===== config.mk =====
export PLATFORM = sky130hd
export DESIGN_NAME = jsp_tck_port
export DESIGN_NICKNAME = d
export VERILOG_FILES = /design/src/hw/jsp_pkg.sv /design/src/hw/jsp_tck_port.sv
export VERILOG_INCLUDE_DIRS = /design/src /design/src/hw
export SDC_FILE = /design/constraint.sdc
export NUM_CORES = 1
export LEC_CHECK = 0
export CORE_AREA = 2 2 43 45
export DETAILED_ROUTE_END_ITERATION = 10
export DIE_AREA = 0 0 45 47
export DONT_BUFFER_PORTS = 1
export PLACE_DENSITY = 0.74
export SLEW_MARGIN = 10
export SYNTH_ARGS = -nofsm -noshare
export SYNTH_HDL_FRONTEND = slang
export SYNTH_SLANG_ARGS = --single-unit

===== constraint.sdc =====
create_clock -name tck_i -period 1.35 [get_ports tck_i]
set_clock_uncertainty 0.05 [all_clocks]
set_input_delay 0.135 -clock tck_i [delete_from_list [all_inputs] [get_ports tck_i]]
set_output_delay 0.135 -clock tck_i [all_outputs]
set_load 0.02 [all_outputs]

===== src/hw/jsp_params.svh =====
//////////////////////////////////////////////////
// Sizing constants for the JTAG serial port bridge
// Included by the package and by sized RTL blocks
//////////////////////////////////////////////////

`ifndef JSP_PARAMS_SVH
`define JSP_PARAMS_SVH

// Bytes held by each direction FIFO
`define JSP_FIFO_DEPTH 8

// Width of the avail/free counts, wide enough for 0..depth
`define JSP_CNT_W 4

// 16550 register address width
`define JSP_ADDR_W 3

`endif


===== src/hw/jsp_pkg.sv =====
//////////////////////////////////////////////////
// Shared types for the JTAG serial port bridge
//////////////////////////////////////////////////

`include "jsp_params.svh"

package jsp_pkg;

  // One data byte on either side of the bridge
  typedef logic [7:0] jsp_byte_t;

  // FIFO occupancy or free space, 0 up to the depth
  typedef logic [`JSP_CNT_W-1:0] jsp_cnt_t;

  // 16550 register map
  typedef enum logic [`JSP_ADDR_W-1:0] {
    REG_DATA    = 3'd0,
    REG_IER     = 3'd1,
    REG_IIR_FCR = 3'd2,
    REG_LCR     = 3'd3,
    REG_MCR     = 3'd4,
    REG_LSR     = 3'd5,
    REG_MSR     = 3'd6,
    REG_SCR     = 3'd7
  } jsp_reg_e;

  // Interrupt identification codes, bit 0 set means nothing pending
  typedef enum logic [7:0] {
    IIR_NONE = 8'h01,
    IIR_THRE = 8'h02,
    IIR_RDA  = 8'h04
  } jsp_iir_e;

endpackage


===== src/hw/jsp_tck_port.sv =====
//////////////////////////////////////////////////
// Debug-side port in TCK, strobe toggles and data
// capture out, Gray-synchronised counts back in
//////////////////////////////////////////////////

`include "jsp_params.svh"

module jsp_tck_port
  import jsp_pkg::*;
(
  input  logic      tck_i,
  input  logic      PRESETn,
  input  jsp_byte_t data_i,
  input  logic      wr_strobe_i,
  input  logic      rd_strobe_i,
  input  jsp_cnt_t  rx_free_i,
  input  jsp_cnt_t  tx_avail_i,
  output logic      wen_tgl_o,
  output logic      ren_tgl_o,
  output jsp_byte_t tck_wdata_o,
  output jsp_cnt_t  bytes_free_o,
  output jsp_cnt_t  bytes_available_o
);

  // Gray image of a full free count, so the debug side sees 8 out of reset
  localparam jsp_cnt_t DEPTH_CNT     = jsp_cnt_t'(`JSP_FIFO_DEPTH);
  localparam jsp_cnt_t FREE_GRAY_RST = DEPTH_CNT ^ (DEPTH_CNT >> 1);

  jsp_cnt_t free_gray;
  jsp_cnt_t avail_gray;
  jsp_cnt_t free_s1;
  jsp_cnt_t free_s2;
  jsp_cnt_t avail_s1;
  jsp_cnt_t avail_s2;

  function automatic jsp_cnt_t gray2bin(jsp_cnt_t g);
    jsp_cnt_t b;
    b[`JSP_CNT_W-1] = g[`JSP_CNT_W-1];
    for (int i = `JSP_CNT_W - 2; i >= 0; i--) begin
      b[i] = b[i+1] ^ g[i];
    end
    return b;
  endfunction

  //////////////////////////////////////////////////
  // Strobes into toggles
  //////////////////////////////////////////////////

  // Each strobe flips its toggle, PCLK side looks for the edge
  always_ff @(posedge tck_i or negedge PRESETn) begin
    if (!PRESETn) begin
      wen_tgl_o <= 1'b0;
      ren_tgl_o <= 1'b0;
    end else begin
      if (wr_strobe_i) begin
        wen_tgl_o <= ~wen_tgl_o;
      end
      if (rd_strobe_i) begin
        ren_tgl_o <= ~ren_tgl_o;
      end
    end
  end

  // Byte stays put until the next strobe, long after the toggle lands
  always_ff @(posedge tck_i) begin
    if (wr_strobe_i) begin
      tck_wdata_o <= data_i;
    end
  end

  //////////////////////////////////////////////////
  // Counts into TCK
  //////////////////////////////////////////////////

  // Counts move by one per PCLK step, so one Gray bit changes at a time
  assign free_gray  = rx_free_i ^ (rx_free_i >> 1);
  assign avail_gray = tx_avail_i ^ (tx_avail_i >> 1);

  always_ff @(posedge tck_i or negedge PRESETn) begin
    if (!PRESETn) begin
      free_s1  <= FREE_GRAY_RST;
      free_s2  <= FREE_GRAY_RST;
      avail_s1 <= '0;
      avail_s2 <= '0;
    end else begin
      free_s1  <= free_gray;
      free_s2  <= free_s1;
      avail_s1 <= avail_gray;
      avail_s2 <= avail_s1;
    end
  end

  assign bytes_free_o      = gray2bin(free_s2);
  assign bytes_available_o = gray2bin(avail_s2);

endmodule


After elaboration in Yosys (flattened, before gate mapping). Index checks and enable logic that the tools add are counted.

Bits in registers: 26. Input bits: 20. Output and inout bits: 18.

Bitwise logic cells: 10.

Operators with widths (count): 4-bit by 3-bit bitwise XOR with 4-bit output (2); 1-bit bitwise XOR (6); 1-bit NOT (2).

Depth between registers and ports, before layout.
Depth after elaboration: 3. Mapped depth: 2.

Least setup slack after synthesis. Ideal clock, no wire load.

Path kind: register to output. From: reg free_s2[3]. To: out bytes_free_o[1]. Stages on the path, launching flop included: 3. Setup slack: -0.099 ns. Data required time: 1.165 ns. Data arrival time: 1.264 ns. Path through: dfstp_2 -> xor2_2 -> xor2_1.

Longest elaborated chain between the ends: 2.

RTL lines: from (decl) (RTL line jsp_tck_port.sv:32) `jsp_cnt_t free_s2;`; from (signal assigned) (RTL line jsp_tck_port.sv:87) `free_s2 <= free_s1;`; 1-bit bitwise XOR (RTL line jsp_tck_port.sv:40) `b[i] = b[i+1] ^ g[i];`; net bytes_free_o[2] (RTL line jsp_tck_port.sv:21) `output jsp_cnt_t bytes_free_o,`; 1-bit bitwise XOR (RTL line jsp_tck_port.sv:40); to (decl) (RTL line jsp_tck_port.sv:21).

The timed path passes the listed nets, and every way through them passes these cells.

Final worst setup path.
From: reg free_s2[3]. To: out bytes_free_o[0].

Longest elaborated chain between the ends: 3.

RTL lines (RTL line): 1-bit bitwise XOR (3 in series) (jsp_tck_port.sv:40).

No other way between the ends.

==> impl_metrics.tcl <==
set metrics [dict create \
    fillers 108 \
    antennaDiodeCount 0 \
    gp_congestion 0.631 \
    p_comb_share_pct 18.9 \
    cp_cell_sequence "xor2_4, xnor2_1, buf_4" \
    die-width_um 45 \
    period_minus_slack_ns 1.58 \
    synth_edf_count 8 \
    yosysMostFrequentCell "dfrtp_1" \
    ys_seq_area_share_pct 80.3 \
    cap_violations 0 \
    fin_util_pct 72.7 \
    relSlewSlack_pct 49.9 \
    synthTopCellsByCount "dfrtp_1, xor2_1, edfxtp_1" \
    synth_top_area_share_pct 40.5 \
    drt_wl_total_um 1380 \
    cts_tree "yes" \
    nets 97 \
    hp-class "input port to async pin" \
    cp-end-kind "output port" \
    grt_pass1_vias 483 \
    antenna_found_initial 0 \
    outcome "finished with violations" \
    violations "negative setup slack" \
    grt_overflow 0 \
    die_area_mm2 0.00212 \
    ant_nets 0 \
    clk_root_buffer_cell "clkbuf_4" \
    cp.arrival_ns 1.39 \
    path_max_fanout 3 \
    synth_cells 44 \
    vias_per_cell 4.81 \
    synth_warnings 0 \
    synth_flop_cell "dfrtp_1" \
    ys_async_sr_fraction_pct 69.2 \
    min_period_over_period_pct 117 \
    drv_slew 0 \
    critPathKind "flop to output port" \
    fp.coreArea_mm2 0.00165 \
    fmax_ghz 0.633 \
    rows 15 \
    cts_buffer_depth 2 \
    area_growth_pct 38.7 \
    slowest_stage "dfstp_2" \
    drcViolationCount 0 \
    synth_nets 64 \
    io_pins 38 \
    clk_latency_ns 0.30 \
    cp-start-kind "flop" \
    drt_first_pass_iters 4 \
    finalHoldViolations 0 \
    post_synth_num_cell_types 7 \
    dpl.hpwl_um 849 \
    worst_slew_pin_slew_ns 0.749 \
    ctsHtreeMaxLevel 1 \
    placed_area_um2 943 \
    cp.required_ns 1.16 \
    stdcell_area_mm2 0.00120 \
    port_buffers 0 \
    multi_input_area_um2 174 \
    path_delay_family "flip-flops" \
    p_clk_share_pct 18.3 \
    die_y_um 47 \
    max_stage_delay_ns 0.60 \
    powerDensity_mw_per_mm2 1380 \
    wire_per_inst_um 14.9 \
    intPower_w 0.00120 \
    peakVddDrop_mv 1.19 \
    syn_area_per_cell_um2 19.7 \
    cts_inserted_buffers 3 \
    grt_pass1_wl_um 2040 \
    setup_violations 6 \
    drt_iter0_drc 2 \
    seqPwrFrac_pct 62.8 \
    drive_gt1_share_pct 23.7 \
    sw_frac_of_total_pct 27.9 \
    num_vias 447 \
    setup_ws_ns -0.230 \
    cts.reportedPaths.clkPinSlew_ns 0.12 \
    rsz0062_at_grt "yes" \
    grt_max_degree 19 \
    cp_num_buf_inv 1 \
    synth.largest_area_cell "dfrtp_1" \
    leakage_nw 0.495 \
    clkSinkCount 26 \
    initial_core_util_pct 52.4 \
    synth-seq-cells 26 \
    grt_util_all_layers_pct 14.9 \
    regArea_um2 696 \
    syn_area_um2 866 \
    ys_top_cells_by_area "dfrtp_1, edfxtp_1, dfstp_2" \
    net-switching-power_w 0.000462 \
]
## cell usage in the layout, fill, tap and decap left out
cell / n
buf_4: 7
buf_6: 1
clkbuf_1: 1
clkbuf_4: 3
dfrtp_1: 14
dfstp_2: 4
dlygate4sd3_1: 22
edfxtp_1: 8
xnor2_1: 4
xor2_1: 9
xor2_2: 2
xor2_4: 1
## layout make-up
class	count	share of cell area [%]
repair buffers	30	23.6
flip-flops and latches	26	57.9
clock buffers	4	2.19
well taps	17	1.77
multi-input cells	16	14.5
## worst paths after layout
| check | start | depth (start not counted) | slack [ns] | to |
|---|---|---|---|---|
| worst max-delay path | free_s2[3]$_DFF_PN1_ | 3 | -0.23 | bytes_free_o[0] |
| max in group asynchronous | PRESETn | 1 | 0.50 | free_s2[0]$_DFF_PN0_ |
| worst max register to register | wen_tgl_o$_DFFE_PN0P_ | 1 | 0.48 | wen_tgl_o$_DFFE_PN0P_ |
| worst min register to register | free_s1[3]$_DFF_PN1_ | 0 | 0.31 | free_s2[3]$_DFF_PN1_ |
| worst min-delay path | PRESETn | 1 | 0.28 | free_s2[1]$_DFF_PN0_ |
| min in group tck_i | free_s1[3]$_DFF_PN1_ | 0 | 0.31 | free_s2[3]$_DFF_PN1_ |
## state kept, by name, summed over array words and instances (netlist names)
| register | count |
|---|---|
| avail_s2 | 4 |
| avail_s1 | 4 |
| free_s2 | 4 |
| ren_tgl_o | 1 |
| wen_tgl_o | 1 |
| free_s1 | 4 |
| tck_wdata_o | 8 |
## logic make-up (layout without fill, tap and decap cells)
family,after synthesis,in the layout,synth area share (%)
flops,26,26,80.3
xor+xnor,16,16,17.9
buf+inv,2,34,1.73
## metal layers
layer | track usage [%] | vias up | share of wire [%]
met5 | 0 | - | 0
met3 | 2.69 | 4 | 6.1
met4 | 7.06 | 0 | 2.2
met2 | 32.9 | 24 | 64
met1 | 11.8 | 219 | 27
li1 | - | 200 | -
## stage by stage
stage	std cells	TNS [ns]	hold slack, ns	power (W)	setup slack (ns)
6_report	93	-0.751	0.283	0.00166	-0.230
3_5_place_dp	66	0	-0.210	0.00129	0.0892
5_1_grt	93	-1.17	0.323	0.00173	-0.322
2_1_floorplan	44	0	-0.211	0.00120	0.0322
3_3_place_gp	66	0	-0.210	0.00128	0.115
4_1_cts	93	-0.915	0.298	0.00167	-0.261
## what timing repair did
action | in CTS | in global routing
hold buffers | 22 | 0
endpoints found under the setup margin | 5 | 6
cloned | 0 | 0
hold endpoints to repair | 44 | 0
gates resized for setup | 1 | 0
setup buffers | 1 | 0
## power by group through the flow
stage	clock [W]	combinational, W	sequential [W]
4_1_cts	0.000319	0.000314	0.00104
2_1_floorplan	0	0.000160	0.00104
3_3_place_gp	0	0.000225	0.00105
5_1_grt	0.000349	0.000335	0.00105
3_5_place_dp	0	0.000230	0.00106
6_report	0.000303	0.000314	0.00104
(Power assumes the default switching activity.)
