`config.mk`:
```
export PLATFORM = sky130hd
export DESIGN_NAME = jsp_uart_regs_flat
export DESIGN_NICKNAME = d
export VERILOG_FILES = /design/src/hw/jsp_pkg.sv /design/src/hw/jsp_fifo_if.sv /design/src/hw/jsp_uart_regs.sv /design/src/flat_wrapper.sv
export VERILOG_INCLUDE_DIRS = /design/src /design/src/hw
export SDC_FILE = /design/constraint.sdc
export NUM_CORES = 1
export LEC_CHECK = 0
export ABC_AREA = 0
export BUFFER_PORTS_ARGS = -buffer_cell sky130_fd_sc_hd__buf_2
export CAP_MARGIN = 25
export CORE_ASPECT_RATIO = 0.5
export CORE_MARGIN = 2
export CORE_UTILIZATION = 45
export CTS_BUF_LIST = sky130_fd_sc_hd__clkbuf_4 sky130_fd_sc_hd__clkbuf_8
export CTS_CLUSTER_SIZE = 30
export DETAILED_ROUTE_END_ITERATION = 10
export PLACE_DENSITY = 0.85
export SETUP_SLACK_MARGIN = 0.4
export SYNTH_ARGS = -nofsm -noshare
export SYNTH_HDL_FRONTEND = slang
export SYNTH_SLANG_ARGS = --single-unit
```
`constraint.sdc`:
```
create_clock -name PCLK -period 1.85 [get_ports PCLK]
set_clock_uncertainty 0.05 [all_clocks]
set_input_delay 0.185 -clock PCLK [delete_from_list [all_inputs] [get_ports PCLK]]
set_output_delay 0.185 -clock PCLK [all_outputs]
set_load 0.02 [all_outputs]
```
`src/hw/jsp_params.svh`:
```
//////////////////////////////////////////////////
// Sizing constants for the JTAG serial port bridge
// Included by the package and by sized RTL blocks
//////////////////////////////////////////////////

`ifndef JSP_PARAMS_SVH
`define JSP_PARAMS_SVH

// Bytes held by each direction FIFO
`define JSP_FIFO_DEPTH 8

// Width of the avail/free counts, wide enough for 0..depth
`define JSP_CNT_W 4

// 16550 register address width
`define JSP_ADDR_W 3

`endif

```
`src/hw/jsp_pkg.sv`:
```
//////////////////////////////////////////////////
// Shared types for the JTAG serial port bridge
//////////////////////////////////////////////////

`include "jsp_params.svh"

package jsp_pkg;

  // One data byte on either side of the bridge
  typedef logic [7:0] jsp_byte_t;

  // FIFO occupancy or free space, 0 up to the depth
  typedef logic [`JSP_CNT_W-1:0] jsp_cnt_t;

  // 16550 register map
  typedef enum logic [`JSP_ADDR_W-1:0] {
    REG_DATA    = 3'd0,
    REG_IER     = 3'd1,
    REG_IIR_FCR = 3'd2,
    REG_LCR     = 3'd3,
    REG_MCR     = 3'd4,
    REG_LSR     = 3'd5,
    REG_MSR     = 3'd6,
    REG_SCR     = 3'd7
  } jsp_reg_e;

  // Interrupt identification codes, bit 0 set means nothing pending
  typedef enum logic [7:0] {
    IIR_NONE = 8'h01,
    IIR_THRE = 8'h02,
    IIR_RDA  = 8'h04
  } jsp_iir_e;

endpackage

```
`src/hw/jsp_fifo_if.sv`:
```
//////////////////////////////////////////////////
// Bundle of one byte FIFO's control, data and counts
//////////////////////////////////////////////////

`include "jsp_params.svh"

interface jsp_fifo_if ();

  // Requests toward the store
  logic                  push;
  logic                  pop;
  logic                  flush;
  logic [7:0]            wdata;

  // Store state, all in the PCLK domain
  logic [7:0]            head;
  logic [`JSP_CNT_W-1:0] avail;
  logic [`JSP_CNT_W-1:0] free;

  // Controller moves bytes in and out
  modport ctrl  (output push, pop, wdata, input head, avail, free);
  // Register block flushes and watches the state
  modport regs  (output flush, input pop, head, avail, free);
  // The FIFO itself
  modport store (input push, pop, flush, wdata, output head, avail, free);

endinterface

```
`src/hw/jsp_uart_regs.sv`:
```
//////////////////////////////////////////////////
// 16550-style register block on APB, decode,
// handshake, FIFO flush, IIR and interrupt
//////////////////////////////////////////////////

module jsp_uart_regs
  import jsp_pkg::*;
(
  input  logic      PCLK,
  input  logic      PRESETn,
  input  logic      PSEL,
  input  logic      PENABLE,
  input  logic      PWRITE,
  input  jsp_reg_e  PADDR,
  input  jsp_byte_t PWDATA,
  output jsp_byte_t PRDATA,
  output logic      PREADY,
  output logic      PSLVERR,
  output logic      bus_rd_req_o,
  output logic      bus_wr_req_o,
  output logic      int_o,
  input  logic      data_ack_i,
  jsp_fifo_if.regs  rx_if,
  jsp_fifo_if.regs  tx_if
);

  // Modem status is not modelled
  localparam jsp_byte_t MSR_VAL = 8'h0b;

  logic [3:0] ier;
  jsp_byte_t  lcr;
  jsp_byte_t  scr;
  jsp_byte_t  lsr;
  jsp_iir_e   iir;
  logic       setup;
  logic       access;
  logic       data_sel;
  logic       reg_ack;
  logic       reg_wr;
  logic       fcr_setup;
  logic       flush_rx_q;
  logic       flush_tx_q;
  logic       iir_read;
  logic       thr_arm;
  logic       rx_empty;
  logic       tx_not_full;

  //////////////////////////////////////////////////
  // Decode and handshake
  //////////////////////////////////////////////////

  assign setup  = PSEL & ~PENABLE;
  assign access = PSEL & PENABLE;

  // Data port only reachable with DLAB clear
  assign data_sel     = (PADDR == REG_DATA) & ~lcr[7];
  assign bus_rd_req_o = setup & ~PWRITE & data_sel;
  assign bus_wr_req_o = setup & PWRITE & data_sel;

  // Everything but the data port answers in the first access cycle
  always_ff @(posedge PCLK or negedge PRESETn) begin
    if (!PRESETn) begin
      reg_ack <= 1'b0;
    end else begin
      reg_ack <= setup & ~data_sel;
    end
  end

  assign PREADY  = reg_ack | data_ack_i;
  assign PSLVERR = 1'b0;

  //////////////////////////////////////////////////
  // Writable registers and FCR
  //////////////////////////////////////////////////

  assign reg_wr = access & PWRITE & reg_ack;

  // IER locked out while DLAB is set, DLAB data writes just vanish
  always_ff @(posedge PCLK or negedge PRESETn) begin
    if (!PRESETn) begin
      ier <= '0;
      lcr <= '0;
      scr <= '0;
    end else if (reg_wr) begin
      case (PADDR)
        REG_IER: begin
          if (!lcr[7]) begin
            ier <= PWDATA[3:0];
          end
        end
        REG_LCR: lcr <= PWDATA;
        REG_SCR: scr <= PWDATA;
        default: begin
        end
      endcase
    end
  end

  // Flush strobes taken at setup, held high through the access cycle
  assign fcr_setup = setup & PWRITE & (PADDR == REG_IIR_FCR);

  always_ff @(posedge PCLK or negedge PRESETn) begin
    if (!PRESETn) begin
      flush_rx_q <= 1'b0;
      flush_tx_q <= 1'b0;
    end else begin
      flush_rx_q <= fcr_setup & PWDATA[1];
      flush_tx_q <= fcr_setup & PWDATA[2];
    end
  end

  assign rx_if.flush = flush_rx_q;
  assign tx_if.flush = flush_tx_q;

  //////////////////////////////////////////////////
  // Status, IIR and interrupt
  //////////////////////////////////////////////////

  assign rx_empty    = (rx_if.avail == '0);
  assign tx_not_full = (tx_if.free != '0);
  // THRE and TEMT both track tx space, DR tracks rx data
  assign lsr         = {1'b0, tx_not_full, tx_not_full, 4'h0, ~rx_empty};
  assign iir_read    = access & ~PWRITE & (PADDR == REG_IIR_FCR);

  // Transmit interrupt arm, set by a write or by draining tx
  always_ff @(posedge PCLK or negedge PRESETn) begin
    if (!PRESETn) begin
      thr_arm <= 1'b0;
    end else if (bus_wr_req_o || (tx_if.pop && tx_if.avail == jsp_cnt_t'(1))) begin
      thr_arm <= 1'b1;
    end else if (iir_read && rx_empty) begin
      thr_arm <= 1'b0;
    end
  end

  // Received data outranks transmit empty
  always_comb begin
    if (!rx_empty && ier[0]) begin
      iir = IIR_RDA;
    end else if (thr_arm && tx_not_full && ier[1]) begin
      iir = IIR_THRE;
    end else begin
      iir = IIR_NONE;
    end
  end

  assign int_o = (iir != IIR_NONE);

  // Read mux, divisor latch slot reads zero under DLAB
  always_comb begin
    case (PADDR)
      REG_DATA:    PRDATA = lcr[7] ? 8'h00 : rx_if.head;
      REG_IER:     PRDATA = {4'h0, ier};
      REG_IIR_FCR: PRDATA = iir;
      REG_LCR:     PRDATA = lcr;
      REG_MCR:     PRDATA = 8'h00;
      REG_LSR:     PRDATA = lsr;
      REG_MSR:     PRDATA = MSR_VAL;
      REG_SCR:     PRDATA = scr;
      default:     PRDATA = 8'h00;
    endcase
  end

endmodule

```
`src/flat_wrapper.sv`:
```
// flat-port wrapper written by rule: the top's interface ports become plain ports
module jsp_uart_regs_flat import jsp_pkg::*;
  (PCLK, PRESETn, PSEL, PENABLE, PWRITE, PADDR, PWDATA, PRDATA, PREADY, PSLVERR, bus_rd_req_o, bus_wr_req_o, int_o, data_ack_i, rx_if_flush, rx_if_pop, rx_if_head, rx_if_avail, rx_if_free, tx_if_flush, tx_if_pop, tx_if_head, tx_if_avail, tx_if_free);
  jsp_fifo_if rx_if_i ();
  jsp_fifo_if tx_if_i ();
  input  logic PCLK;
  input  logic PRESETn;
  input  logic PSEL;
  input  logic PENABLE;
  input  logic PWRITE;
  input  jsp_reg_e PADDR;
  input  jsp_byte_t PWDATA;
  output jsp_byte_t PRDATA;
  output logic PREADY;
  output logic PSLVERR;
  output logic bus_rd_req_o;
  output logic bus_wr_req_o;
  output logic int_o;
  input  logic data_ack_i;
  output wire logic [$bits(rx_if_i.flush)-1:0] rx_if_flush;
  input wire logic [$bits(rx_if_i.pop)-1:0] rx_if_pop;
  input wire logic [$bits(rx_if_i.head)-1:0] rx_if_head;
  input wire logic [$bits(rx_if_i.avail)-1:0] rx_if_avail;
  input wire logic [$bits(rx_if_i.free)-1:0] rx_if_free;
  output wire logic [$bits(tx_if_i.flush)-1:0] tx_if_flush;
  input wire logic [$bits(tx_if_i.pop)-1:0] tx_if_pop;
  input wire logic [$bits(tx_if_i.head)-1:0] tx_if_head;
  input wire logic [$bits(tx_if_i.avail)-1:0] tx_if_avail;
  input wire logic [$bits(tx_if_i.free)-1:0] tx_if_free;
  assign rx_if_flush = rx_if_i.flush;
  assign rx_if_i.pop = rx_if_pop;
  assign rx_if_i.head = rx_if_head;
  assign rx_if_i.avail = rx_if_avail;
  assign rx_if_i.free = rx_if_free;
  assign tx_if_flush = tx_if_i.flush;
  assign tx_if_i.pop = tx_if_pop;
  assign tx_if_i.head = tx_if_head;
  assign tx_if_i.avail = tx_if_avail;
  assign tx_if_i.free = tx_if_free;
  jsp_uart_regs u_core (.PCLK(PCLK), .PRESETn(PRESETn), .PSEL(PSEL), .PENABLE(PENABLE), .PWRITE(PWRITE), .PADDR(PADDR), .PWDATA(PWDATA), .PRDATA(PRDATA), .PREADY(PREADY), .PSLVERR(PSLVERR), .bus_rd_req_o(bus_rd_req_o), .bus_wr_req_o(bus_wr_req_o), .int_o(int_o), .data_ack_i(data_ack_i), .rx_if(rx_if_i), .tx_if(tx_if_i));
endmodule
```
-- After elaboration in Yosys (flattened, before gate mapping)
Index checks and enable logic that the tools add are counted.
- word-level logic and storage cells: 57
- bits of input ports: 51
- register bits after elaboration: 24
- mux-type cells: 6
- reductions and logical operators: 14
- equal/unequal tests: 9
- bitwise operators: 21
- operator list (cell ; count):
    8-bit one-hot mux with 8 select lines ; 1
    1-bit bitwise AND ; 15
    3-bit == test, second input constant ; 4
    8-bit two-way mux ; 1
    8-bit by 1-bit inequality test with 1-bit output, second input constant ; 1
    3-bit by 2-bit == test with 1-bit output, second input constant ; 2
    1-bit logical AND ; 5
    1-bit inverter ; 5
    4-bit by 1-bit == test with 1-bit output, second input constant ; 1
    4-bit zero test ; 1
    2-bit AND reduction ; 2
    4-bit nonzero test ; 1
    3-bit by 1-bit == test with 1-bit output, second input constant ; 1
    3-bit zero test ; 1
    3-bit two-way mux ; 1
    3-bit AND reduction ; 1
    1-bit two-way mux ; 2
    2-bit two-way mux ; 1
    2-bit nonzero test ; 1
    1-bit zero test ; 1
    1-bit logical OR ; 1
    1-bit OR ; 1

-- Depth between registers and ports, before layout
- depth in word-level cells: 6
- depth in mapped cells: 6
- gate-level depth less buffers: 4

-- Worst setup path before layout
OpenSTA, ideal clock, no wires.
- path kind: input-to-output
- start: input rx_if_avail[1]
- end: output PRDATA[1]
- required time: 1615 ps
- arrival time: 1321 ps
- path slack: 294 ps
- stages: 4
- path through: or4_1 nand2_1 nand2_1 o221ai_1
- word-level cells in the longest chain between the ends: 5
- RTL lines (item ; line ; text):
    from (decl) ; flat_wrapper.sv:23 ; input wire logic [$bits(rx_if_i.avail)-1:0] rx_if_avail;
    4-bit zero test ; jsp_uart_regs.sv:119 ; assign rx_empty = (rx_if.avail == '0);
    1-bit zero test ; jsp_uart_regs.sv:138 ; if (!rx_empty && ier[0]) begin
    1-bit logical AND ; jsp_uart_regs.sv:138 ;
    3-bit two-way mux ; jsp_uart_regs.sv:138 ;
    8-bit one-hot mux with 8 select lines ; jsp_uart_regs.sv:151 ; case (PADDR)
    to (decl) ; flat_wrapper.sv:13 ; output jsp_byte_t PRDATA;
Every way passes these cells.

-- Worst setup path after layout
Ends and elaborated chain as after synthesis.

==> results.txt <==
WP data required: 1.62 ns
Synth Net Count: 175
Die Y: 42.9 um
PD cells: 617 nW/um^2
Top_reg_cell synth: dfrtp_1
Syn Area/Cell: 11.0 um^2
Final Hold Vio Count: 0
Worst Setup Path Type: input port to primary output
Arrival @ worst endpoint: 1.54 ns
I/O Buffers: 51
Worst setup SP type: input port
GRT overflow: 0
Initial Util: 46.4%
Netlist cell types: 40
EDFF count, synth: 0
DRT iter0 DRCs: 99
Clock Latency Late Sink: 0.27 ns
Routed WL: 4410 um
Most frequent cells in the layout: buf_2, dfrtp_1, buf_4, mux2_4, buf_6
Ports: 66
Ys Warns: 0
Fin crit period: 1.78 ns
Unrepaired setup endpoints after global routing: true
Clk sinks: 24
Vias per cell: 5.97
Inserted Diodes: 0
Slew @ Worst Pin: 0.527 ns
Number of routed nets with antenna violations: 0
Clock Tree Buf Depth: 2
Std cell rows: 14
Root buffer cell: clkbuf_8
Filler instances: 188
Remaining DRCs: 0
Post-Syn Area: 1370 um^2
FF+latch count, synth: 24
Dpl cell area: 1700 um^2
Max-slew violations: 0
Peak VDD IR: 0.330 mV
Relative slew slack: 64.9%
M2 GR Usage: 41.5%
First-pass GRT wire length: 5820 um
GR peak layer: met2
Die area: 3520 um^2
Cell area after layout: 2040 um^2
Leading cell type in the layout, fill and taps excluded: buf_2
Post-synth ARST share: 100%
Vias in the first global route: 1,234
Avg WL per Cell: 19.1 um
FMAX: 563 MHz
Synth Instances: 124
Total number of vias: 1,378
GRT Overall Usage: 22.7%
Final net count: 243
Chip width: 81.9 um
Area grow syn2layout: 49.2%
Crit Path Max Fanout: 4
TritonCTS Buffers: 3
Final TNS setup: 0 ns
Status: completed
RD Place Congestion: 0.785
Final cycle utilization of the critical path: 96.0%
M1 GR Usage: 25.4%
Core area: 2940 um^2
CTS tree: built
H-tree depth: 1
# Max-Cap Violations: 0
HP Class: input port to flip-flop
CP endpoint kind: primary output
Leak Pwr: 0.996 nW
Setup WS pre-CTS: 0.177 ns
Post-synthesis sequential area ratio: 44.0%
Post-route setup slack: 0.0744 ns
Share of post-route cells with drive strength above 1: 62.3%
CTS clk-pin slew, worst paths: 0.08 ns
GR Layer Usage met3: 4.89%
Pre-Repair DR Iteration Count: 4
Initial antenna violation count: 0
Dpl hpwl: 2520 um
Largest net degree at the start of global routing: 25
Final setup vio count: 0
## synthesized netlist by cell type (2+ instances only)
cell type  count  area share, %
nor3_4         3            3.6
o221ai_1       2            1.3
o211ai_1       2            1.1
nand2_1       12            3.3
buf_2          3            1.1
buf_4          2            1.1
dfrtp_1       24             44
nand3_1        6            2.2
mux2_2        20             16
a21oi_1        2           0.73
a22o_1         2            1.3
and3_1         3            1.4
o31a_1         2            1.3
nand4_1        2           0.92
o21ai_0        4            1.5
nor4b_1        2            1.3
and2_1         2           0.92
mux2i_1        3            2.2
a31oi_1        2           0.92
nor2_1         5            1.4
a22oi_1        2            1.1
## what timing repair did
| action | 4_1_cts | 5_1_grt |
|---|---|---|
| hold buffers | 1 | 0 |
| gates resized for setup | 15 | 41 |
| gates cloned | 0 | 0 |
| endpoints found under the hold margin | 24 | 0 |
| pin swaps | 4 | 10 |
| buffers inserted | 4 | 5 |
| endpoints found under the setup margin | 31 | 29 |
## per-stage QoR
step / util [%] / cells / power (mW) / hold WS (ns)
6_report: 69.2 / 231 / 1.26 / 0.0733
2_1_floorplan: - / 124 / 0.729 / -0.161
5_1_grt: 69.2 / 231 / 1.30 / 0.0769
3_5_place_dp: 57.8 / 217 / 0.827 / 0.150
4_1_cts: 62.5 / 226 / 1.20 / 0.0744
3_3_place_gp: 57.8 / 217 / 0.816 / 0.135
## power by group
part | internal [mW] | leakage [nW] | total [mW] | switching [mW]
combinational | 0.152 | 0.646 | 0.311 | 0.159
clock | 0.190 | 0.0288 | 0.356 | 0.166
sequential | 0.561 | 0.322 | 0.590 | 0.0290
## cell type report
class / count / area, um^2 / share of cell area [%]
multi-input cells: 91 / 853 / 41.9
flip-flops and latches: 24 / 602 / 29.5
repair buffers: 69 / 465 / 22.9
clock buffers: 4 / 55.1 / 2.70
well taps: 40 / 50.0 / 2.46
inverters: 3 / 11.3 / 0.553
## cell families (layout without fill, tap and decap cells)
group / after synthesis / after routing / share of synthesized area, %
buffers and inverters: 9 / 76 / 3.85
and+or+nand+nor: 45 / 45 / 21.2
muxes: 24 / 24 / 19.5
AOI/OAI and AO/OA: 21 / 21 / 11.2
other: 1 / 1 / 0.275
DFF: 24 / 24 / 44.0
## path summary, 6_finish.rpt
kind	slack [ns]	end	cells past startpoint	from
max in group asynchronous	0.99	u_core.lcr[7]	2	PRESETn
worst min register to register	0.47	u_core.lcr[2]	1	u_core.lcr[2]
worst max register to register	0.39	u_core.ier[1]	3	u_core.lcr[7]
min in group asynchronous	0.37	u_core.reg_ack	2	PRESETn
worst min-delay path	0.07	u_core.thr_arm	3	tx_if_pop
worst max-delay path	0.07	PRDATA[1]	6	rx_if_avail[1]
## worst max-delay path, stage by stage
cell and delay [ns]:
buf_2 0.10, or4_4 0.57, nand2_2 0.16, nand2_1 0.12, o221ai_2 0.23, buf_4 0.18
## state kept, by name, summed over array words and instances, names as in the netlist
| register | cells |
|---|---|
| u_core.reg_ack | 1 |
| u_core.tx_if.flush | 1 |
| u_core.scr | 8 |
| u_core.ier | 4 |
| u_core.rx_if.flush | 1 |
| u_core.lcr | 8 |
| u_core.thr_arm | 1 |
## routing by layer
layer  share of wire, %  wire, um
met4                3.6       158
met5                  0         0
met1                 36      1610
met3                9.7       428
met2                 50      2220
(Power assumes the default switching activity.)
