--- src/hw/jsp_params.svh ---
//////////////////////////////////////////////////
// Sizing constants for the JTAG serial port bridge
// Included by the package and by sized RTL blocks
//////////////////////////////////////////////////

`ifndef JSP_PARAMS_SVH
`define JSP_PARAMS_SVH

// Bytes held by each direction FIFO
`define JSP_FIFO_DEPTH 8

// Width of the avail/free counts, wide enough for 0..depth
`define JSP_CNT_W 4

// 16550 register address width
`define JSP_ADDR_W 3

`endif

--- src/hw/jsp_pkg.sv ---
//////////////////////////////////////////////////
// Shared types for the JTAG serial port bridge
//////////////////////////////////////////////////

`include "jsp_params.svh"

package jsp_pkg;

  // One data byte on either side of the bridge
  typedef logic [7:0] jsp_byte_t;

  // FIFO occupancy or free space, 0 up to the depth
  typedef logic [`JSP_CNT_W-1:0] jsp_cnt_t;

  // 16550 register map
  typedef enum logic [`JSP_ADDR_W-1:0] {
    REG_DATA    = 3'd0,
    REG_IER     = 3'd1,
    REG_IIR_FCR = 3'd2,
    REG_LCR     = 3'd3,
    REG_MCR     = 3'd4,
    REG_LSR     = 3'd5,
    REG_MSR     = 3'd6,
    REG_SCR     = 3'd7
  } jsp_reg_e;

  // Interrupt identification codes, bit 0 set means nothing pending
  typedef enum logic [7:0] {
    IIR_NONE = 8'h01,
    IIR_THRE = 8'h02,
    IIR_RDA  = 8'h04
  } jsp_iir_e;

endpackage

--- src/hw/jsp_fifo_if.sv ---
//////////////////////////////////////////////////
// Bundle of one byte FIFO's control, data and counts
//////////////////////////////////////////////////

`include "jsp_params.svh"

interface jsp_fifo_if ();

  // Requests toward the store
  logic                  push;
  logic                  pop;
  logic                  flush;
  logic [7:0]            wdata;

  // Store state, all in the PCLK domain
  logic [7:0]            head;
  logic [`JSP_CNT_W-1:0] avail;
  logic [`JSP_CNT_W-1:0] free;

  // Controller moves bytes in and out
  modport ctrl  (output push, pop, wdata, input head, avail, free);
  // Register block flushes and watches the state
  modport regs  (output flush, input pop, head, avail, free);
  // The FIFO itself
  modport store (input push, pop, flush, wdata, output head, avail, free);

endinterface

--- src/hw/jsp_fifo_ctrl.sv ---
//////////////////////////////////////////////////
// PCLK-side FIFO control, toggle sync, rx/tx FSMs
// and the data_o holding register for the debug side
//////////////////////////////////////////////////

module jsp_fifo_ctrl
  import jsp_pkg::*;
(
  input  logic      PCLK,
  input  logic      PRESETn,
  input  logic      wen_tgl_i,
  input  logic      ren_tgl_i,
  input  jsp_byte_t tck_wdata_i,
  input  logic      bus_rd_req_i,
  input  logic      bus_wr_req_i,
  input  jsp_byte_t PWDATA_i,
  output logic      data_ack_o,
  output jsp_byte_t data_o,
  output jsp_cnt_t  rx_free_o,
  output jsp_cnt_t  tx_avail_o,
  jsp_fifo_if.ctrl  rx_if,
  jsp_fifo_if.ctrl  tx_if
);

  typedef enum logic [1:0] {RX_IDLE, RX_PUSH, RX_POP} rx_state_e;
  typedef enum logic [1:0] {TX_IDLE, TX_PUSH, TX_POP, TX_LOAD} tx_state_e;

  rx_state_e  rx_state;
  rx_state_e  rx_next;
  tx_state_e  tx_state;
  tx_state_e  tx_next;
  logic [2:0] wen_sync;
  logic [2:0] ren_sync;
  logic       wen_edge;
  logic       ren_edge;
  // Work waiting for an FSM slot
  logic       wen_pend;
  logic       ren_pend;
  logic       rd_pend;
  logic       wr_pend;

  //////////////////////////////////////////////////
  // Toggle sync and pending flags
  //////////////////////////////////////////////////

  // Two flops to settle, third to find the toggle edge
  assign wen_edge = wen_sync[2] ^ wen_sync[1];
  assign ren_edge = ren_sync[2] ^ ren_sync[1];

  // A new request beats the clear of an old one
  always_ff @(posedge PCLK or negedge PRESETn) begin
    if (!PRESETn) begin
      wen_sync <= '0;
      ren_sync <= '0;
      wen_pend <= 1'b0;
      ren_pend <= 1'b0;
      rd_pend  <= 1'b0;
      wr_pend  <= 1'b0;
    end else begin
      wen_sync <= {wen_sync[1:0], wen_tgl_i};
      ren_sync <= {ren_sync[1:0], ren_tgl_i};
      wen_pend <= wen_edge | (wen_pend & (rx_state != RX_PUSH));
      rd_pend  <= bus_rd_req_i | (rd_pend & (rx_state != RX_POP));
      wr_pend  <= bus_wr_req_i | (wr_pend & (tx_state != TX_PUSH));
      ren_pend <= ren_edge | (ren_pend & (tx_state != TX_POP));
    end
  end

  //////////////////////////////////////////////////
  // State machines
  //////////////////////////////////////////////////

  always_ff @(posedge PCLK or negedge PRESETn) begin
    if (!PRESETn) begin
      rx_state <= RX_IDLE;
      tx_state <= TX_IDLE;
    end else begin
      rx_state <= rx_next;
      tx_state <= tx_next;
    end
  end

  // Rx, bus reads first; a state never looks at the flag it is clearing
  always_comb begin
    rx_next = RX_IDLE;
    case (rx_state)
      RX_IDLE: begin
        if (rd_pend) begin
          rx_next = RX_POP;
        end else if (wen_pend) begin
          rx_next = RX_PUSH;
        end
      end
      RX_PUSH: rx_next = rd_pend ? RX_POP : RX_IDLE;
      RX_POP:  rx_next = wen_pend ? RX_PUSH : RX_IDLE;
      default: rx_next = RX_IDLE;
    endcase
  end

  // Tx, bus writes first, head reload after a pop or a first byte
  always_comb begin
    tx_next = TX_IDLE;
    case (tx_state)
      TX_IDLE, TX_LOAD: begin
        if (wr_pend) begin
          tx_next = TX_PUSH;
        end else if (ren_pend) begin
          tx_next = TX_POP;
        end
      end
      TX_PUSH: begin
        if (tx_if.avail == '0) begin
          tx_next = TX_LOAD;
        end else if (ren_pend) begin
          tx_next = TX_POP;
        end
      end
      TX_POP:  tx_next = TX_LOAD;
      default: tx_next = TX_IDLE;
    endcase
  end

  // FIFO strobes; head still valid during the pop cycle for PRDATA
  assign rx_if.push  = (rx_state == RX_PUSH);
  assign rx_if.pop   = (rx_state == RX_POP);
  assign rx_if.wdata = tck_wdata_i;
  assign tx_if.push  = (tx_state == TX_PUSH);
  assign tx_if.pop   = (tx_state == TX_POP);
  // PWDATA holds for the whole APB transfer
  assign tx_if.wdata = PWDATA_i;

  // Ends the data port access phase
  assign data_ack_o = rx_if.pop | tx_if.push;

  // Byte shown to the debug side
  always_ff @(posedge PCLK) begin
    if (tx_state == TX_LOAD) begin
      data_o <= tx_if.head;
    end
  end

  assign rx_free_o  = rx_if.free;
  assign tx_avail_o = tx_if.avail;

endmodule

--- src/flat_wrapper.sv ---
// flat-port wrapper written by rule: the top's interface ports become plain ports
module jsp_fifo_ctrl_flat import jsp_pkg::*;
  (PCLK, PRESETn, wen_tgl_i, ren_tgl_i, tck_wdata_i, bus_rd_req_i, bus_wr_req_i, PWDATA_i, data_ack_o, data_o, rx_free_o, tx_avail_o, rx_if_push, rx_if_pop, rx_if_wdata, rx_if_head, rx_if_avail, rx_if_free, tx_if_push, tx_if_pop, tx_if_wdata, tx_if_head, tx_if_avail, tx_if_free);
  jsp_fifo_if rx_if_i ();
  jsp_fifo_if tx_if_i ();
  input  logic PCLK;
  input  logic PRESETn;
  input  logic wen_tgl_i;
  input  logic ren_tgl_i;
  input  jsp_byte_t tck_wdata_i;
  input  logic bus_rd_req_i;
  input  logic bus_wr_req_i;
  input  jsp_byte_t PWDATA_i;
  output logic data_ack_o;
  output jsp_byte_t data_o;
  output jsp_cnt_t rx_free_o;
  output jsp_cnt_t tx_avail_o;
  output wire logic [$bits(rx_if_i.push)-1:0] rx_if_push;
  output wire logic [$bits(rx_if_i.pop)-1:0] rx_if_pop;
  output wire logic [$bits(rx_if_i.wdata)-1:0] rx_if_wdata;
  input wire logic [$bits(rx_if_i.head)-1:0] rx_if_head;
  input wire logic [$bits(rx_if_i.avail)-1:0] rx_if_avail;
  input wire logic [$bits(rx_if_i.free)-1:0] rx_if_free;
  output wire logic [$bits(tx_if_i.push)-1:0] tx_if_push;
  output wire logic [$bits(tx_if_i.pop)-1:0] tx_if_pop;
  output wire logic [$bits(tx_if_i.wdata)-1:0] tx_if_wdata;
  input wire logic [$bits(tx_if_i.head)-1:0] tx_if_head;
  input wire logic [$bits(tx_if_i.avail)-1:0] tx_if_avail;
  input wire logic [$bits(tx_if_i.free)-1:0] tx_if_free;
  assign rx_if_push = rx_if_i.push;
  assign rx_if_pop = rx_if_i.pop;
  assign rx_if_wdata = rx_if_i.wdata;
  assign rx_if_i.head = rx_if_head;
  assign rx_if_i.avail = rx_if_avail;
  assign rx_if_i.free = rx_if_free;
  assign tx_if_push = tx_if_i.push;
  assign tx_if_pop = tx_if_i.pop;
  assign tx_if_wdata = tx_if_i.wdata;
  assign tx_if_i.head = tx_if_head;
  assign tx_if_i.avail = tx_if_avail;
  assign tx_if_i.free = tx_if_free;
  jsp_fifo_ctrl u_core (.PCLK(PCLK), .PRESETn(PRESETn), .wen_tgl_i(wen_tgl_i), .ren_tgl_i(ren_tgl_i), .tck_wdata_i(tck_wdata_i), .bus_rd_req_i(bus_rd_req_i), .bus_wr_req_i(bus_wr_req_i), .PWDATA_i(PWDATA_i), .data_ack_o(data_ack_o), .data_o(data_o), .rx_free_o(rx_free_o), .tx_avail_o(tx_avail_o), .rx_if(rx_if_i), .tx_if(tx_if_i));
endmodule
--- config.mk ---
export PLATFORM = sky130hd
export DESIGN_NAME = jsp_fifo_ctrl_flat
export DESIGN_NICKNAME = d
export VERILOG_FILES = /design/src/hw/jsp_pkg.sv /design/src/hw/jsp_fifo_if.sv /design/src/hw/jsp_fifo_ctrl.sv /design/src/flat_wrapper.sv
export VERILOG_INCLUDE_DIRS = /design/src /design/src/hw
export SDC_FILE = /design/constraint.sdc
export NUM_CORES = 1
export LEC_CHECK = 0
export ABC_CLOCK_PERIOD_IN_PS = 1400
export BUFFER_PORTS_ARGS = -buffer_cell sky130_fd_sc_hd__buf_2
export CAP_MARGIN = 20
export CELL_PAD_IN_SITES_DETAIL_PLACEMENT = 0
export CELL_PAD_IN_SITES_GLOBAL_PLACEMENT = 2
export CORE_AREA = 10 10 82 84
export CTS_CLUSTER_SIZE = 25
export DETAILED_ROUTE_END_ITERATION = 7
export DIE_AREA = 0 0 92 94
export PLACE_DENSITY = 0.77
export SLEW_MARGIN = 20
export SYNTH_ARGS = -nofsm -noshare
export SYNTH_HDL_FRONTEND = slang
export SYNTH_SLANG_ARGS = --single-unit
--- constraint.sdc ---
create_clock -name PCLK -period 1.4 [get_ports PCLK]
set_input_delay 0.28 -clock PCLK [delete_from_list [all_inputs] [get_ports PCLK]]
set_output_delay 0.28 -clock PCLK [all_outputs]
set_load 0.005 [all_outputs]
* Yosys cells after proc, flatten, opt, wreduce, memory -nomap -nowiden *
Cells that the tools add are included.

word-level totals
  bits in registers = 22
  bits in latches = 0
  RAM bits = 0
  memory bits (read-only) = 0
  input port bits = 54
  output and inout bits = 37
  memories = 0

cells by class
  add/subtract/negate cells = 0
  $mul = 0
  divide/modulo/power cells = 0
  magnitude comparators = 0
  equality and inequality tests = 9
  shift operators = 0
  muxes and demuxes = 8
  bitwise logic cells = 11
  reductions and logical operators = 4

operator list
  cell                number
  $pmux 2 s3          2
  $mux 2              5
  $eq 2x2->1 const B  3
  $or 1x1->1          5
  $and 1x1->1         4
  $eq 2x1->1 const B  2
  $logic_not 2->1     2
  $logic_not 4->1     1
  $ne 2x1->1 const B  2
  $ne 2x2->1 const B  2
  $reduce_or 2->1     1
  $xor 1x1->1         2
  $mux 1              1

* Longest topological paths before layout *
  word-level depth = 3
  mapped depth = 5

* Worst setup path before layout *
OpenSTA, ideal clock, no wires.

  kind = register to register
  start = register u_core.tx_state[0]
  end = register u_core.tx_state[1]
  arrival = 1,048 ps
  required time = 1,275 ps
  slack = 227 ps
  cell stages (with the launch flop) = 6
  buffers on the path = 0
  clock period less this slack = 1,173 ps
  path through = dfrtp_1 > inv_1 > ha_1 > nor2b_1 > o21ai_0 > o21ai_1

between the ends
  word-level cells in the longest chain between the ends = 3
  elaborated cells on any way between the ends = 6
  those cells by class = eq/ne (3); mux (1); reduce/logical (2)

RTL lines
  what                                           line                  text
  start: declaration                             jsp_fifo_ctrl.sv:30   tx_state_e tx_state;
  start signal: assignment                       jsp_fifo_ctrl.sv:79   tx_state <= tx_next;
  $eq 2x2->1 or $logic_not 2->1 (tied branches)  jsp_fifo_ctrl.sv:103  case (tx_state)
  $reduce_or 2->1                                jsp_fifo_ctrl.sv:103
  $pmux 2 s3 (*)                                 jsp_fifo_ctrl.sv:103
  named net u_core.tx_next[1]                    jsp_fifo_ctrl.sv:31   tx_state_e tx_next;

Mark *: on every way through the listed nets, which the timed path passes. The rest lies on a longest branch.
A chain may end at the register's enable or synchronous reset.

* Worst setup path in the final report *
  start = register u_core.tx_state[1]
  end = output data_ack_o

between the ends
  word-level cells in the longest chain between the ends = 2

RTL lines
  what              line                  text
  $eq 2x1->1        jsp_fifo_ctrl.sv:127  assign tx_if.push = (tx_state == TX_PUSH);
  $or 1x1->1        jsp_fifo_ctrl.sv:133  assign data_ack_o = rx_if.pop | tx_if.push;
  end: declaration  flat_wrapper.sv:14    output logic data_ack_o;

Every way passes these cells.

==> impl_metrics.py <==
metrics = {
    "logic_synthesis": {
        "ys_types": 15,
        "synth_edf_count": 8,
        "synth_seq_cells": 22,
        "synth_top_area_share_pct": 37.1,
        "ys_top_cells_by_count": "buf_4, dfrtp_1, edfxtp_1",
        "syn_area_um2": 943,
        "synth_fp_nets": 131,
        "yosys_most_used_dff": "dfrtp_1",
        "yosys_warnings": 0,
        "async_flop_share_pct": 63.6,
        "avgSynthCellArea_um2": 12.7,
        "synthTopCellsByArea": "dfrtp_1, edfxtp_1, buf_4, ha_1, inv_1",
        "synth_top_cell_by_area": "dfrtp_1",
        "synth_most_common_cell": "buf_4",
        "ys_seq_area_share_pct": 62.6,
        "syn-instance-count": 74,
    },
    "die": {
        "start_util_pct": 18.6,
        "core_area_um2": 5070,
        "dieArea_um2": 8650,
        "core.rowCount": 26,
        "io_pins": 91,
        "die_y_um": 94,
        "fp.dieW_um": 92,
    },
    "setup_path": {
        "crit_family": "flip-flops",
        "r2r_start": "u_core.tx_state[0]$_DFF_PN0_",
        "crit_chain": "inv_2, ha_4, inv_2, nand2_1, buf_2",
        "critPathMostFrequentCell": "inv_2",
        "path_buf_inv": 3,
        "start_kind": "register",
        "cp.arrival_ns": 1.08,
        "worstRegToRegCells": 5,
        "timing.rr.end": "u_core.tx_state[1]$_DFF_PN0_",
        "cpMaxStageDelayCell": "dfrtp_1",
        "end_kind": "output pin",
        "worstPathRequired_ns": 1.12,
        "path_class": "register to output pin",
        "crit_path_max_fanout": 4,
        "crit_path_max_incr_delay_ns": 0.38,
        "r2r_setup_slack_ns": 0.13,
    },
    "global_routing": {
        "grtUsageTotal_pct": 4.97,
        "grt_max_degree": 15,
        "overflow": 0,
        "use_met3_pct": 4.48,
        "grt_use_met2_pct": 7.82,
        "grt_pass1_vias": 593,
        "grt_util_met1_pct": 4.36,
        "grt_pass1_wl_um": 3280,
        "antenna_found_initial": 0,
        "grt-busiest-layer": "met2",
    },
    "sta": {
        "hold_viol": 0,
        "slew_viol_final": 0,
        "setup_violations": 0,
        "fin_crit_sh_pct": 97.2,
        "max-slew-margin-rel_pct": 75.5,
        "min_period_ns": 1.36,
        "fmax_mhz": 735,
        "tightest_slew_ns": 0.364,
        "rsz0062_at_grt": "true",
        "finalClockSkew_ns": 0.00730,
    },
    "pwr": {
        "combPwrFrac_pct": 31.9,
        "p_sw_share_pct": 29.1,
        "p_int_mw": 1.42,
        "power.leakage_nw": 0.514,
        "p_clk_share_pct": 21.6,
        "max-vdd-ir-drop_uv": 811,
        "power.total_mw": 2.00,
        "pwr-share-seq_pct": 46.4,
        "cellPowerDensity_nw_per_um2": 1780,
        "p_sw_uw": 582,
    },
    "layout": {
        "drive_above_1_share_pct": 48.4,
        "fillers": 564,
        "diodes": 0,
        "fin_util_pct": 22.1,
        "fin_nets": 149,
        "synthToLayoutAreaGrowth_pct": 19.0,
    },
    "routing": {
        "drtPass1Iterations": 2,
        "wirelength_um": 2160,
        "wl_per_cell_um": 13.4,
        "routed-via-count": 535,
        "drc": 0,
        "viasPerCell": 3.32,
        "postRouteAntennaNets": 0,
        "drtIter0Drc": 19,
    },
    "cts": {
        "path_clk_slew_ns": 0.08,
        "clock_path_buffers": 2,
        "cts_htree_levels": 1,
        "cts_sinks": 22,
        "cts_buffers": 3,
        "clock_latency_ns": 0.26,
        "clock-root-buffer": "clkbuf_8",
        "cts_tree": "done",
    },
    "status": {
        "status": "finished, final reports clean",
    },
    "hold_path": {
        "hold_class": "input port to register",
        "worst_hold_path.num_cells": 1,
        "hold_start": "wen_tgl_i",
        "hold_end": "u_core.wen_sync[0]$_DFF_PN0_",
    },
    "placement": {
        "io_buffers": 34,
        "gp_congestion": 0.707,
    },
    "flow_run": {
        "max-cap-violations": 0,
    },
}
[what timing repair did]
action,4_1_cts,5_1_grt
hold endpoints to repair,14,0
pin swaps,1,0
setup buffers,1,1
endpoints found under the setup margin,1,2
resized for setup,4,2
hold buffers,1,0
[worst register-to-register path: cells and delay by family (launching register included)]
kind / cells / cell delay, ns
simple gates: 1 / 0.15
flops: 1 / 0.42
fa+ha+maj: 1 / 0.29
compound gates: 2 / 0.23
buf+inv: 1 / 0.08
[final cells by class]
class	instances	area, um2	share of cell area [%]
sequential	22	591	52.6
timing repair buffer	37	201	17.9
multi-input combinational	21	161	14.4
tap	70	87.6	7.80
clock buffer	4	55.1	4.91
inverter	7	26.3	2.34
[flip-flops by register name (all words and copies together) (netlist names)]
signal / cells
u_core.ren_sync: 3
u_core.tx_state: 2
u_core.ren_pend: 1
u_core.wr_pend: 1
u_core.wen_pend: 1
u_core.wen_sync: 3
u_core.rx_state: 2
u_core.data_o: 8
u_core.rd_pend: 1
[per-layer routing]
metal,wire [um],part of all wire [%],vias up
met5,0,0,-
met4,25,1.2,0
met3,368,17,4
met1,760,35,245
met2,1010,47,41
li1,-,-,245
[worst max path at each step]
stage	startpoint	to	slack, ns	cells after the start
after floorplan	u_core.tx_state[0]$_DFF_PN0_	u_core.tx_state[1]$_DFF_PN0_	0.23	5
after global placement	u_core.tx_state[0]$_DFF_PN0_	u_core.tx_state[1]$_DFF_PN0_	0.19	5
after detailed placement	u_core.tx_state[0]$_DFF_PN0_	u_core.tx_state[1]$_DFF_PN0_	0.15	5
after CTS	u_core.tx_state[1]$_DFF_PN0_	data_ack_o	0.02	5
after global routing	u_core.tx_state[0]$_DFF_PN0_	data_ack_o	-0.03	4
final	u_core.tx_state[1]$_DFF_PN0_	data_ack_o	0.04	5
[layout by cell type, fill, tap and decap left out, drive strengths merged, types with 2 or more instances in the layout]
master  count
dfrtp      14
xnor2       2
clkbuf      4
o21ai       4
ha          3
inv         7
a21oi       2
edfxtp      8
nor2b       4
a21o        2
buf        36
[kinds of logic (layout without fill, tap and decap cells)]
logic type               after synthesis  count (layout)  synth area share, %
flip-flops                            22              22                 62.6
adder cells (fa/ha/maj)                3               3                 3.98
AND/OR/NAND/NOR                        8               8                 4.91
buffers and inverters                 31              48                 21.9
XOR/XNOR                               2               2                 1.86
AO/OA/AOI/OAI                          8               8                 4.77
[power groups by stage]
stage | registers [mW] | clock network [mW] | logic, mW
finish | 0.928 | 0.432 | 0.638
global route | 0.951 | 0.487 | 0.726
CTS | 0.931 | 0.450 | 0.618
detailed placement | 0.938 | 0 | 0.561
global placement | 0.930 | 0 | 0.534
floorplan | 0.925 | 0 | 0.360
[per-stage QoR]
stage               setup TNS, ns  worst slack (ns)  cell area (um2)  instances  hold WS [ns]
global route              -0.0388           -0.0309             1120        161         0.111
global placement                0             0.186             1020        154         0.174
floorplan                       0             0.227              943         74       -0.0156
CTS                             0            0.0170             1110        160         0.116
detailed placement              0             0.146             1020        154         0.189
finish                          0            0.0393             1120        161         0.123
Note: power is estimated with default switching activity, not from simulation.
